[src/design/pdp8_io_pkg.sv]
/* pdp8 i/o package
   machine word type, cpu state codes, iot opcodes and the bundles
   passed between the cpu, the i/o mux and the devices */
package pdp8_io_pkg;

    typedef logic [0:11] word_t; // bit 0 is the msb, as on the pdp-8

    // cpu fetch states
    localparam logic [4:0] state_f0 = 5'd0;
    localparam logic [4:0] state_f1 = 5'd1;
    localparam logic [4:0] state_f2 = 5'd2; // operand phase
    localparam logic [4:0] state_f3 = 5'd3; // execute phase

    typedef struct packed {
        logic [4:0] state;
        word_t      instruction;
        word_t      ac;
    } cpu_io_t;

    typedef struct packed {
        word_t data;
        logic  skip;
    } dev_resp_t;

    // interrupt and flag
    localparam word_t iot_skon = 12'o6000;
    localparam word_t iot_ion  = 12'o6001;
    localparam word_t iot_iof  = 12'o6002;
    localparam word_t iot_srq  = 12'o6003;
    localparam word_t iot_gtf  = 12'o6004;
    localparam word_t iot_rtf  = 12'o6005;

    // keyboard
    localparam word_t iot_ksf = 12'o6031;
    localparam word_t iot_kcc = 12'o6032;
    localparam word_t iot_krs = 12'o6034;
    localparam word_t iot_krb = 12'o6036;

    // printer
    localparam word_t iot_tsf = 12'o6041;
    localparam word_t iot_tcf = 12'o6042;
    localparam word_t iot_tls = 12'o6046;

    // memory extension, field number sits in bits 6 to 8
    localparam word_t iot_cdf_base = 12'o6201;
    localparam word_t iot_cif_base = 12'o6202;
    localparam word_t iot_rdf      = 12'o6214;
    localparam word_t iot_rif      = 12'o6224;
    localparam word_t iot_rib      = 12'o6234;

    // disk
    localparam word_t iot_dskp = 12'o6741;
    localparam word_t iot_dclr = 12'o6743;
    localparam word_t iot_dlag = 12'o6744;
    localparam word_t iot_drst = 12'o6745;
    localparam word_t iot_dlca = 12'o6746;
    localparam word_t iot_dldc = 12'o6747;

endpackage
[src/design/io_subsystem.sv]
/* pdp-8 i/o subsystem
   i/o mux with teletype, memory extension and disk register devices */
`timescale 1ns/1ps

module io_subsystem (
    input  logic                 clk,
    input  logic                 reset,
    input  pdp8_io_pkg::cpu_io_t cpu,
    input  logic [7:0]           kbd_char,
    input  logic                 kbd_strobe,
    input  logic                 tty_done,
    input  logic                 irq_in,
    input  logic                 disk_done,
    output pdp8_io_pkg::word_t   in_bus,
    output logic                 skip,
    output logic [7:0]           tty_char,
    output logic                 tty_send,
    output logic [2:0]           ifield,
    output logic [2:0]           dfield,
    output pdp8_io_pkg::word_t   disk_addr,
    output pdp8_io_pkg::word_t   disk_cmd,
    output logic                 disk_go,
    output pdp8_io_pkg::word_t   bus_display
);

    pdp8_io_pkg::dev_resp_t tty_resp;
    pdp8_io_pkg::dev_resp_t mem_resp;
    pdp8_io_pkg::dev_resp_t disk_resp;

    io_mux io_mux_i (
        .clk         (clk),
        .reset       (reset),
        .cpu         (cpu),
        .tty_resp    (tty_resp),
        .mem_resp    (mem_resp),
        .disk_resp   (disk_resp),
        .in_bus      (in_bus),
        .skip        (skip),
        .bus_display (bus_display)
    );

    tty_port tty_port_i (
        .clk        (clk),
        .reset      (reset),
        .cpu        (cpu),
        .kbd_char   (kbd_char),
        .kbd_strobe (kbd_strobe),
        .tty_done   (tty_done),
        .resp       (tty_resp),
        .tty_char   (tty_char),
        .tty_send   (tty_send)
    );

    mem_ext mem_ext_i (
        .clk    (clk),
        .reset  (reset),
        .cpu    (cpu),
        .irq_in (irq_in),
        .resp   (mem_resp),
        .ifield (ifield),
        .dfield (dfield)
    );

    disk_regs disk_regs_i (
        .clk       (clk),
        .reset     (reset),
        .cpu       (cpu),
        .disk_done (disk_done),
        .resp      (disk_resp),
        .disk_addr (disk_addr),
        .disk_cmd  (disk_cmd),
        .disk_go   (disk_go)
    );

endmodule

[src/design/disk_regs.sv]
/* disk controller registers
   done status, current address and command, with a start pulse */
`timescale 1ns/1ps

module disk_regs (
    input  logic                   clk,
    input  logic                   reset,
    input  pdp8_io_pkg::cpu_io_t   cpu,
    input  logic                   disk_done,
    output pdp8_io_pkg::dev_resp_t resp,
    output pdp8_io_pkg::word_t     disk_addr,
    output pdp8_io_pkg::word_t     disk_cmd,
    output logic                   disk_go
);

    logic done;
    logic exec;

    assign exec = (cpu.state == pdp8_io_pkg::state_f3);

    always_ff @(posedge clk) begin
        if (reset) begin
            done      <= 1'b0;
            disk_addr <= '0;
            disk_cmd  <= '0;
            disk_go   <= 1'b0;
        end else begin
            disk_go <= exec && (cpu.instruction == pdp8_io_pkg::iot_dlag);
            if (exec) begin
                case (cpu.instruction)
                    pdp8_io_pkg::iot_dclr: done <= 1'b0;
                    pdp8_io_pkg::iot_dlag,
                    pdp8_io_pkg::iot_dlca: disk_addr <= cpu.ac;
                    pdp8_io_pkg::iot_dldc: disk_cmd <= cpu.ac;
                    default:               done <= done;
                endcase
            end
            if (disk_done)
                done <= 1'b1; // wins over dclr
        end
    end

    always_comb begin
        resp = '0;
        case (cpu.instruction)
            pdp8_io_pkg::iot_dskp: resp.skip = done;
            pdp8_io_pkg::iot_drst: resp.data = {done, 11'b0}; // status
            pdp8_io_pkg::iot_dldc: resp.data = disk_cmd;
            default:               resp = '0;
        endcase
    end

    // start is a one cycle pulse
    a_go_pulse: assert property (@(posedge clk) disable iff (reset)
        disk_go |=> !disk_go);

endmodule

[src/design/mem_ext.sv]
/* memory extension and interrupt unit
   interrupt enable, instruction and data fields, and their read-back */
`timescale 1ns/1ps

module mem_ext (
    input  logic                   clk,
    input  logic                   reset,
    input  pdp8_io_pkg::cpu_io_t   cpu,
    input  logic                   irq_in,
    output pdp8_io_pkg::dev_resp_t resp,
    output logic [2:0]             ifield,
    output logic [2:0]             dfield
);

    logic       int_enable;
    logic [2:0] save_field; // ifield before the last cif
    logic       exec;
    logic       is_cdf;
    logic       is_cif;

    assign exec = (cpu.state == pdp8_io_pkg::state_f3);

    // field number masked out of bits 6 to 8
    assign is_cdf = ((cpu.instruction & 12'o7707) == pdp8_io_pkg::iot_cdf_base);
    assign is_cif = ((cpu.instruction & 12'o7707) == pdp8_io_pkg::iot_cif_base);

    always_ff @(posedge clk) begin
        if (reset) begin
            int_enable <= 1'b0;
        end else if (exec) begin
            if (cpu.instruction == pdp8_io_pkg::iot_ion)
                int_enable <= 1'b1;
            else if (cpu.instruction == pdp8_io_pkg::iot_iof)
                int_enable <= 1'b0;
        end
    end

    always_ff @(posedge clk) begin
        if (reset) begin
            ifield     <= '0;
            dfield     <= '0;
            save_field <= '0;
        end else if (exec) begin
            if (is_cdf)
                dfield <= cpu.instruction[6:8];
            if (is_cif) begin
                save_field <= ifield;
                ifield     <= cpu.instruction[6:8];
            end
        end
    end

    always_comb begin
        resp = '0;
        case (cpu.instruction)
            pdp8_io_pkg::iot_skon: resp.skip = int_enable;
            pdp8_io_pkg::iot_srq:  resp.skip = irq_in;
            pdp8_io_pkg::iot_gtf:
                resp.data = {1'b0, irq_in, int_enable, 3'b000, ifield, dfield};
            pdp8_io_pkg::iot_rdf:  resp.data = {6'b0, dfield, 3'b000};
            pdp8_io_pkg::iot_rif:  resp.data = {6'b0, ifield, 3'b000};
            pdp8_io_pkg::iot_rib:  resp.data = {6'b0, save_field, 3'b000};
            default:               resp = '0; // 625x too, no user mode
        endcase
    end

endmodule

[src/design/tty_port.sv]
/* teletype port
   keyboard buffer and flag, printer register and flag */
`timescale 1ns/1ps

module tty_port (
    input  logic                   clk,
    input  logic                   reset,
    input  pdp8_io_pkg::cpu_io_t   cpu,
    input  logic [7:0]             kbd_char,
    input  logic                   kbd_strobe,
    input  logic                   tty_done,
    output pdp8_io_pkg::dev_resp_t resp,
    output logic [7:0]             tty_char,
    output logic                   tty_send
);

    logic [7:0] kbd_buf;
    logic       kbd_flag;
    logic       tty_flag;
    logic       exec;

    assign exec = (cpu.state == pdp8_io_pkg::state_f3);

    // keyboard side
    always_ff @(posedge clk) begin
        if (reset) begin
            kbd_buf  <= '0;
            kbd_flag <= 1'b0;
        end else begin
            if (exec && (cpu.instruction == pdp8_io_pkg::iot_kcc ||
                         cpu.instruction == pdp8_io_pkg::iot_krb))
                kbd_flag <= 1'b0;
            if (kbd_strobe) begin // strobe beats a clear
                kbd_buf  <= kbd_char;
                kbd_flag <= 1'b1;
            end
        end
    end

    // printer side
    always_ff @(posedge clk) begin
        if (reset) begin
            tty_char <= '0;
            tty_flag <= 1'b0;
            tty_send <= 1'b0;
        end else begin
            tty_send <= exec && (cpu.instruction == pdp8_io_pkg::iot_tls);
            if (exec && (cpu.instruction == pdp8_io_pkg::iot_tcf ||
                         cpu.instruction == pdp8_io_pkg::iot_tls))
                tty_flag <= 1'b0;
            if (exec && cpu.instruction == pdp8_io_pkg::iot_tls)
                tty_char <= cpu.ac[4:11];
            if (tty_done)
                tty_flag <= 1'b1;
        end
    end

    always_comb begin
        resp = '0;
        case (cpu.instruction)
            pdp8_io_pkg::iot_ksf: resp.skip = kbd_flag;
            pdp8_io_pkg::iot_tsf: resp.skip = tty_flag;
            pdp8_io_pkg::iot_krs,
            pdp8_io_pkg::iot_krb: resp.data = {4'b0000, kbd_buf}; // zero extended
            default:              resp = '0;
        endcase
    end

    a_tty_send_pulse: assert property (@(posedge clk) disable iff (reset)
        tty_send |=> !tty_send);

endmodule

[src/design/io_mux.sv]
/* i/o multiplexer
   picks one device's data word and skip line for the current iot and
   keeps the front panel display register */
`timescale 1ns/1ps

module io_mux (
    input  logic                   clk,
    input  logic                   reset,
    input  pdp8_io_pkg::cpu_io_t   cpu,
    input  pdp8_io_pkg::dev_resp_t tty_resp,
    input  pdp8_io_pkg::dev_resp_t mem_resp,
    input  pdp8_io_pkg::dev_resp_t disk_resp,
    output pdp8_io_pkg::word_t     in_bus,
    output logic                   skip,
    output pdp8_io_pkg::word_t     bus_display
);

    pdp8_io_pkg::word_t lac;     // ac seen in f2
    pdp8_io_pkg::word_t lin_bus; // in_bus seen in f2

    // data source, uneven decode
    always_comb begin
        case (cpu.instruction)
            pdp8_io_pkg::iot_gtf,
            pdp8_io_pkg::iot_rdf,
            pdp8_io_pkg::iot_rif,
            pdp8_io_pkg::iot_rib:  in_bus = mem_resp.data;
            pdp8_io_pkg::iot_krs,
            pdp8_io_pkg::iot_krb:  in_bus = tty_resp.data;
            pdp8_io_pkg::iot_drst,
            pdp8_io_pkg::iot_dldc: in_bus = disk_resp.data;
            default:               in_bus = '0;
        endcase
    end

    // skip source
    always_comb begin
        casez (cpu.instruction)
            pdp8_io_pkg::iot_skon,
            pdp8_io_pkg::iot_srq:  skip = mem_resp.skip;
            12'o603?, 12'o604?:    skip = tty_resp.skip; // whole tty range
            pdp8_io_pkg::iot_dskp: skip = disk_resp.skip;
            default:               skip = 1'b0;
        endcase
    end

    always_ff @(posedge clk) begin
        if (reset) begin
            lac     <= '0;
            lin_bus <= '0;
        end else if (cpu.state == pdp8_io_pkg::state_f2) begin
            lac     <= cpu.ac;
            lin_bus <= in_bus;
        end
    end

    always_ff @(posedge clk) begin
        if (reset) begin
            bus_display <= '0;
        end else if (cpu.state == pdp8_io_pkg::state_f3) begin
            case (cpu.instruction)
                pdp8_io_pkg::iot_gtf,
                pdp8_io_pkg::iot_krb,
                pdp8_io_pkg::iot_drst: bus_display <= lin_bus;
                pdp8_io_pkg::iot_rtf,
                12'o6044,              // tty print without flag clear
                pdp8_io_pkg::iot_tls,
                pdp8_io_pkg::iot_dclr,
                pdp8_io_pkg::iot_dlag,
                pdp8_io_pkg::iot_dlca: bus_display <= lac;
                default:               bus_display <= bus_display;
            endcase
        end
    end

    // no device may drive the bus outside the iot group
    a_resp_iot_only: assert property (@(posedge clk) disable iff (reset)
        (cpu.instruction[0:2] != 3'o6) |->
            (tty_resp == '0 && mem_resp == '0 && disk_resp == '0));

endmodule

[config.mk]
export PLATFORM = sky130hd
export DESIGN_NAME = io_subsystem
export DESIGN_NICKNAME = d
export VERILOG_FILES = /design/src/design/pdp8_io_pkg.sv /design/src/design/io_subsystem.sv /design/src/design/disk_regs.sv /design/src/design/mem_ext.sv /design/src/design/tty_port.sv /design/src/design/io_mux.sv
export SDC_FILE = /design/constraint.sdc
export NUM_CORES = 1
export LEC_CHECK = 0
export BUFFER_PORTS_ARGS = -buffer_cell sky130_fd_sc_hd__buf_2
export CAP_MARGIN = 20
export CORE_MARGIN = 3
export CORE_UTILIZATION = 50
export CTS_CLUSTER_SIZE = 16
export DETAILED_ROUTE_END_ITERATION = 8
export PLACE_DENSITY = 0.82
export REMOVE_ABC_BUFFERS = 1
export SLEW_MARGIN = 20
export SYNTH_ARGS = -nofsm -noshare
export SYNTH_HDL_FRONTEND = slang
export SYNTH_HIERARCHICAL = 1
export SYNTH_SLANG_ARGS = --single-unit
[constraint.sdc]
create_clock -name clk -period 4.25 [get_ports clk]
set_input_delay 0.425 -clock clk [delete_from_list [all_inputs] [get_ports clk]]
set_output_delay 0.425 -clock clk [all_outputs]
set_load 0.1 [all_outputs]
==> run_results.csv, run 1 <==
group,metric,value,unit
outcome,status,"completed",
floorplanning,die_area,0.0110,mm^2
floorplanning,io-pin-count,108,
sta,slew_headroom,0.379,
yosys,synth.distinct_cells,69,
run,maxCapViolCount,0,
clocking,clk_latency,0.37,ns
clocking,clockBufferDepth,2,
drt,finalWirelength,13700,um
sta,hold_viol_final,0,
setup_path,critPathLaunchType,"input pin",
drt,drc,0,
global_routing,grt_pass1_vias,4289,
setup_path,r2r-end,"io_mux_i/lin_bus[3]",
sta,fmaxAchievable,329,MHz
setup_path,crit_arrival,2.61,ns
drt,dr.pass1.iters,6,
floorplanning,fp-row-count,35,
sta,finalSetupViolations,0,
floorplanning,initial_core_util,0.520,
global_routing,grt_util_all_layers,0.245,
clocking,clock-root-buffer,"clkbuf_8",
sta,min_period,3.04,ns
yosys,synthCells,526,
setup_path,end_kind,"output pin",
layout,seq_area,0.00182,mm^2
sta,final.period_utilization,0.715,
global_routing,antenna_found_initial,0,
clocking,cts_buffers,9,
clocking,cts_sinks,91,
placed_design,dp_hpwl,9410,um
yosys,synth.cell_area,0.00487,mm^2
sta,clock_skew,0.00986,ns
setup_path,rrSetupSlack,2.67,ns
drt,post_drt_wl_per_cell,18.3,um
power,p_per_area,298,mW/mm^2
yosys,synthTopCellsByArea,"dfxtp_1, mux2i_1, nand2b_1",
clocking,clkTransAtPathRegs,0.09,ns
min_path,hp-start,"kbd_char[3]",
floorplanning,die_w,105,um
layout,multi_input_area,0.00275,mm^2
setup_path,critPathKind,"input pin to output pin",
clocking,post_cts_buffers,0,
clocking,hold_buffers,0,
min_path,min_to,"tty_port_i/kbd_buf[3]",
setup_path,worst_ep_required_time,3.83,ns
clocking,cts_tree,"done",
global_routing,grt_max_degree,82,
floorplanning,core_area,0.00937,mm^2
yosys,ys_ff_latch,91,
layout,diodes,0,
yosys,ys.warnings.count,6,
clocking,cts-resized-gates,0,
drt,vias,4340,
sta,worst_pin_slew,0.929,ns
layout,drive_above_1_share,0.280,
placed_design,place_congestion,0.822,
layout,layout.nets,655,
global_routing,grt_pass1_wl,21700,um
placed_design,io_buffers,107,
setup_path,regToRegStartpoint,"mem_ext_i/dfield[0]",
layout,fill_cells,848,
min_path,holdCritPathClass,"input pin to flip-flop",
min_path,holdPathStages,3,
sta,setup_slack,1.21,ns
setup_path,cp_max_fo,15,
sta,maxSlewViolCount,0,
yosys,avgSynthCellArea,9.27,um^2
yosys,synth_ff_type,"dfxtp_1",
drt,dr.first_iter.drc_count,345,
yosys,synth-edff-count,0,
yosys,synth.top_cell.area_share,0.374,
clocking,h-tree-depth,3,
power,leakage,2.59,nW
global_routing,grt-ovfl-total,0,
floorplanning,die_y,105,um
drt,via_per_inst,5.82,
setup_path,ff2ff_path_depth,5,
yosys,synth-seq-area-share,0.374,
yosys,async_flop_share,0,
drt,drtAntennaViolNets,0,
sta,fin_setup_tns,0,ns
power,vdd_drop_max,173,uV
layout,syn2layout_area_growth,14.5,%
sta,rsz0062_at_grt,"false",
placed_design,place_ws,1.25,ns
yosys,synth_top_area_cell,"dfxtp_1",
-- per-layer routing --
metal  up-vias  routed length, um  track usage
met4         0                314        0.115
met1      2087               5680        0.301
met2       169               6780        0.412
met3        25                881       0.0488
met5         -                  0            0
li1       2059                  -            -
-- sequential cells by signal (all words and copies together), names as in the netlist, 8 cells and up --
| name | cells |
|---|---|
| disk_regs_i/disk_addr | 12 |
| io_mux_i/lin_bus | 12 |
| io_mux_i/bus_display | 12 |
| disk_regs_i/disk_cmd | 12 |
| io_mux_i/lac | 12 |
| tty_port_i/kbd_buf | 8 |
| tty_port_i/tty_char | 8 |
-- critical path, stage by stage --
cell and delay, ns:
buf_2 0.19, or3b_1 0.68, inv_1 0.13, a22oi_1 0.07
nor4_1 0.33, a41oi_1 0.17, o21ai_0 0.17, buf_2 0.45
-- layout by cell type (no fill, tap or decap), drive strengths merged, types with 7 or more instances in the layout --
| master | count |
|---|---|
| a211oi | 14 |
| a21oi | 36 |
| a222oi | 12 |
| and2 | 20 |
| and3 | 10 |
| and3b | 7 |
| buf | 110 |
| clkbuf | 10 |
| conb | 8 |
| dfxtp | 91 |
| inv | 21 |
| mux2i | 54 |
| nand2 | 31 |
| nand2b | 42 |
| nand3 | 12 |
| nor2 | 32 |
| o21ai | 12 |
| o31ai | 12 |
| or2b | 7 |
-- report_power, final --
group	total [mW]	switching (mW)	internal (mW)
Clock	0.670	0.332	0.338
Combinational	0.128	0.0796	0.0487
Sequential	0.868	0.00547	0.862
Total	1.67	0.417	1.25
-- area by class of cell --
class / count / share of cell area
clock buffer: 10 / 0.0229
clock inverter: 6 / 0.0170
inverter: 19 / 0.0128
multi-input combinational: 381 / 0.492
sequential: 91 / 0.326
tap: 129 / 0.0289
timing repair buffer: 110 / 0.100
-- Yosys cell counts, types with 3 or more instances --
library cell / number
a22oi_1: 4
nor4_1: 4
nand3_1: 11
and2_1: 20
nor3_1: 5
and3_1: 10
inv_1: 19
nand4b_1: 5
nor4b_1: 3
or4_1: 3
a21oi_2: 10
o21ai_2: 8
o21ai_0: 3
or2b_2: 5
mux2i_1: 54
nand4_1: 6
nor2b_1: 3
a211oi_1: 13
o31ai_1: 12
and3b_1: 7
buf_4: 10
nor2_1: 31
dfxtp_1: 91
mux2_2: 3
nand2_1: 30
nand2b_1: 42
buf_6: 7
a21oi_1: 26
buf_2: 7
a222oi_1: 12
clkbuf_1: 13
nor3b_1: 3
-- through the flow --
step	instances	total power, mW	util	instance area, um^2	hold slack [ns]
floorplan	491	0.943	-	4630	0.430
global placement	730	1.01	0.571	5350	0.442
detailed placement	730	1.01	0.571	5350	0.447
CTS	746	1.67	0.595	5580	0.284
global route	746	1.71	0.596	5580	0.302
finish	746	1.67	0.596	5580	0.292
-- worst max-delay path by stage --
| stage | slack (ns) | cells past startpoint | to | from |
|---|---|---|---|---|
| 2_1_floorplan | 0.08 | 8 | skip | cpu[15] |
| 3_3_place_gp | 1.26 | 10 | skip | cpu[15] |
| 3_5_place_dp | 1.25 | 8 | skip | cpu[16] |
| 4_1_cts | 1.24 | 8 | skip | cpu[16] |
| 5_1_grt | 1.04 | 8 | skip | cpu[16] |
| 6_report | 1.21 | 8 | skip | cpu[16] |
-- kinds of logic after synthesis --
logic type             synth area share
XOR/XNOR                        0.00180
multiplexers                      0.118
AO/OA/AOI/OAI                     0.155
AND/OR/NAND/NOR                   0.281
buffers and inverters            0.0693
other                           0.00154
flip-flops                        0.374
(Power assumes the default switching activity.)
==> run 2, diff against run 1 <==
clock period = 2.8 ns   (was 4.25 ns; I/O delays follow)
==> run 2 against run 1 <==
Via count is 0.92% higher. Die area unchanged. Register-to-register slack worse by 1.5 ns. Sequential share of layout area down 1.3 points. Routed wire length rose by 0.59%. Clock skew grew 0.0034 ns. Hold slack got worse by 0.15 ns. Design area rose by 4.2%. Clock power increased by 33%. Critical path type unchanged. Non-clock buffer count is 10 higher.
==> run_results.csv, run 2 (synthesized netlist as in run 1, its figures left out) <==
group,metric,value,unit
setup_path,critPathLaunch,"cpu[18]",
sta,rsz0062_at_grt,"false",
floorplanning,initial_core_util,0.520,
layout,final_util,0.621,
drt,vias,4380,
sta,min_period,2.50,ns
setup_path,crit_arrival,2.22,ns
layout,layout.nets,665,
clocking,post_cts_buffers,0,
floorplanning,core_area,0.00937,mm^2
layout,fill_cells,819,
layout,diodes,0,
global_routing,grt-ovfl-total,0,
min_path,hp-start,"kbd_char[4]",
layout,multi_input_area,0.00274,mm^2
floorplanning,die_w,105,um
setup_path,worst_ep_required_time,2.52,ns
layout,syn2layout_area_growth,19.3,%
power,vdd_drop_max,302,uV
sta,slew_headroom,0.372,
layout,fin_cells,756,
drt,finalWirelength,13700,um
power,p_total,2.41,mW
global_routing,antenna_found_initial,0,
power,p_per_area,414,mW/mm^2
drt,drtAntennaViolNets,0,
global_routing,grt_max_degree,77,
setup_path,critPathKind,"input pin to output pin",
placed_design,io_buffers,107,
placed_design,placedCellCount,740,
layout,final_common_cell,"buf_2",
drt,drc,0,
run,maxCapViolCount,0,
min_path,holdCritPathClass,"input pin to flip-flop",
drt,via_per_inst,5.79,
setup_path,regToRegStartpoint,"mem_ext_i/dfield[0]",
clocking,cts_tree,"done",
clocking,clock-root-buffer,"clkbuf_8",
sta,fmaxAchievable,400,MHz
clocking,clk_latency,0.37,ns
setup_path,end_kind,"output pin",
drt,dr.first_iter.drc_count,344,
layout,seq_area,0.00182,mm^2
setup_path,critPathLaunchType,"input pin",
setup_path,cp_max_fo,9,
sta,worst_pin_slew,0.939,ns
outcome,status,"completed",
floorplanning,die_y,105,um
drt,post_drt_wl_per_cell,18.2,um
global_routing,grt_util_all_layers,0.248,
clocking,clkTransAtPathRegs,0.10,ns
layout,drive_above_1_share,0.292,
global_routing,grt_pass1_wl,22000,um
clocking,clockBufferDepth,2,
clocking,cts_sinks,91,
global_routing,grt_pass1_vias,4397,
sta,clock_skew,0.0132,ns
clocking,cts_buffers,9,
sta,maxSlewViolCount,0,
clocking,h-tree-depth,3,
power,leakage,2.67,nW
layout,final_cell_mix,"buf_2, dfxtp_1, mux2i_1",
floorplanning,fp-row-count,35,
sta,finalSetupViolations,0,
floorplanning,io-pin-count,108,
floorplanning,die_area,0.0110,mm^2
drt,dr.pass1.iters,5,
placed_design,place_congestion,0.873,
sta,hold_viol_final,0,
sta,final.period_utilization,0.893,
placed_design,dp_hpwl,9740,um
run 2: cell count changes in the layout (fill, tap and decap cells not counted), sizes merged:
| cell | before | now |
|---|---|---|
| clkinvlp | 2 | 1 |
| inv | 21 | 22 |
| buf | 110 | 120 |
| bufinv | 2 | 0 |
| clkinv | 0 | 2 |
run 2: timing repair:
action	4_1_cts	5_1_grt
resized for setup	0	1
hold buffers	0	0
setup endpoints to repair	0	1
run 2: path summary, 6_finish.rpt:
path	to	slack [ns]	cells after the start
max	skip	0.30	10
min	tty_port_i/kbd_buf[4]	0.14	3
max reg2reg	io_mux_i/lin_bus[3]	1.22	5
min reg2reg	io_mux_i/lac[3]	0.46	2
run 2: routing by layer:
metal  GRT usage  share of wire
met4       0.117          0.031
met3      0.0488          0.072
met5           0              0
met2       0.412           0.48
met1       0.308           0.41
run 2: final cells by class:
class | count | share of cell area
multi-input cells | 381 | 0.471
flip-flops and latches | 91 | 0.313
repair buffers | 120 | 0.142
well taps | 129 | 0.0278
clock buffers | 10 | 0.0237
inverters | 19 | 0.0123
clock inverters | 6 | 0.00990
run 2: worst max-delay path, stage by stage:
cell and delay (ns):
buf_2 0.20, nand4b_1 0.15, or3_4 0.40, nor3b_1 0.25
and3b_1 0.19, nand4_1 0.07, a21oi_1 0.16, a41oi_1 0.06
o21ai_1 0.25, buf_12 0.21
run 2: power breakdown:
group	leakage, nW	internal [mW]	switching [mW]	total (mW)
Combinational	1.84	0.0793	0.123	0.202
Sequential	0.736	1.31	0.00871	1.32
Clock	0.0980	0.366	0.524	0.890
Total	2.67	1.75	0.655	2.41
run 2: through the flow:
| step | setup TNS, ns | instance area, um^2 | worst slack (ns) | hold WS (ns) |
|---|---|---|---|---|
| after floorplan | -1.08 | 4630 | -1.08 | 0.349 |
| after global placement | 0 | 5620 | 0.225 | 0.443 |
| after detailed placement | 0 | 5620 | 0.202 | 0.448 |
| after CTS | 0 | 5820 | 0.197 | 0.139 |
| after global routing | 0 | 5820 | 0.105 | 0.152 |
| final | 0 | 5820 | 0.300 | 0.144 |
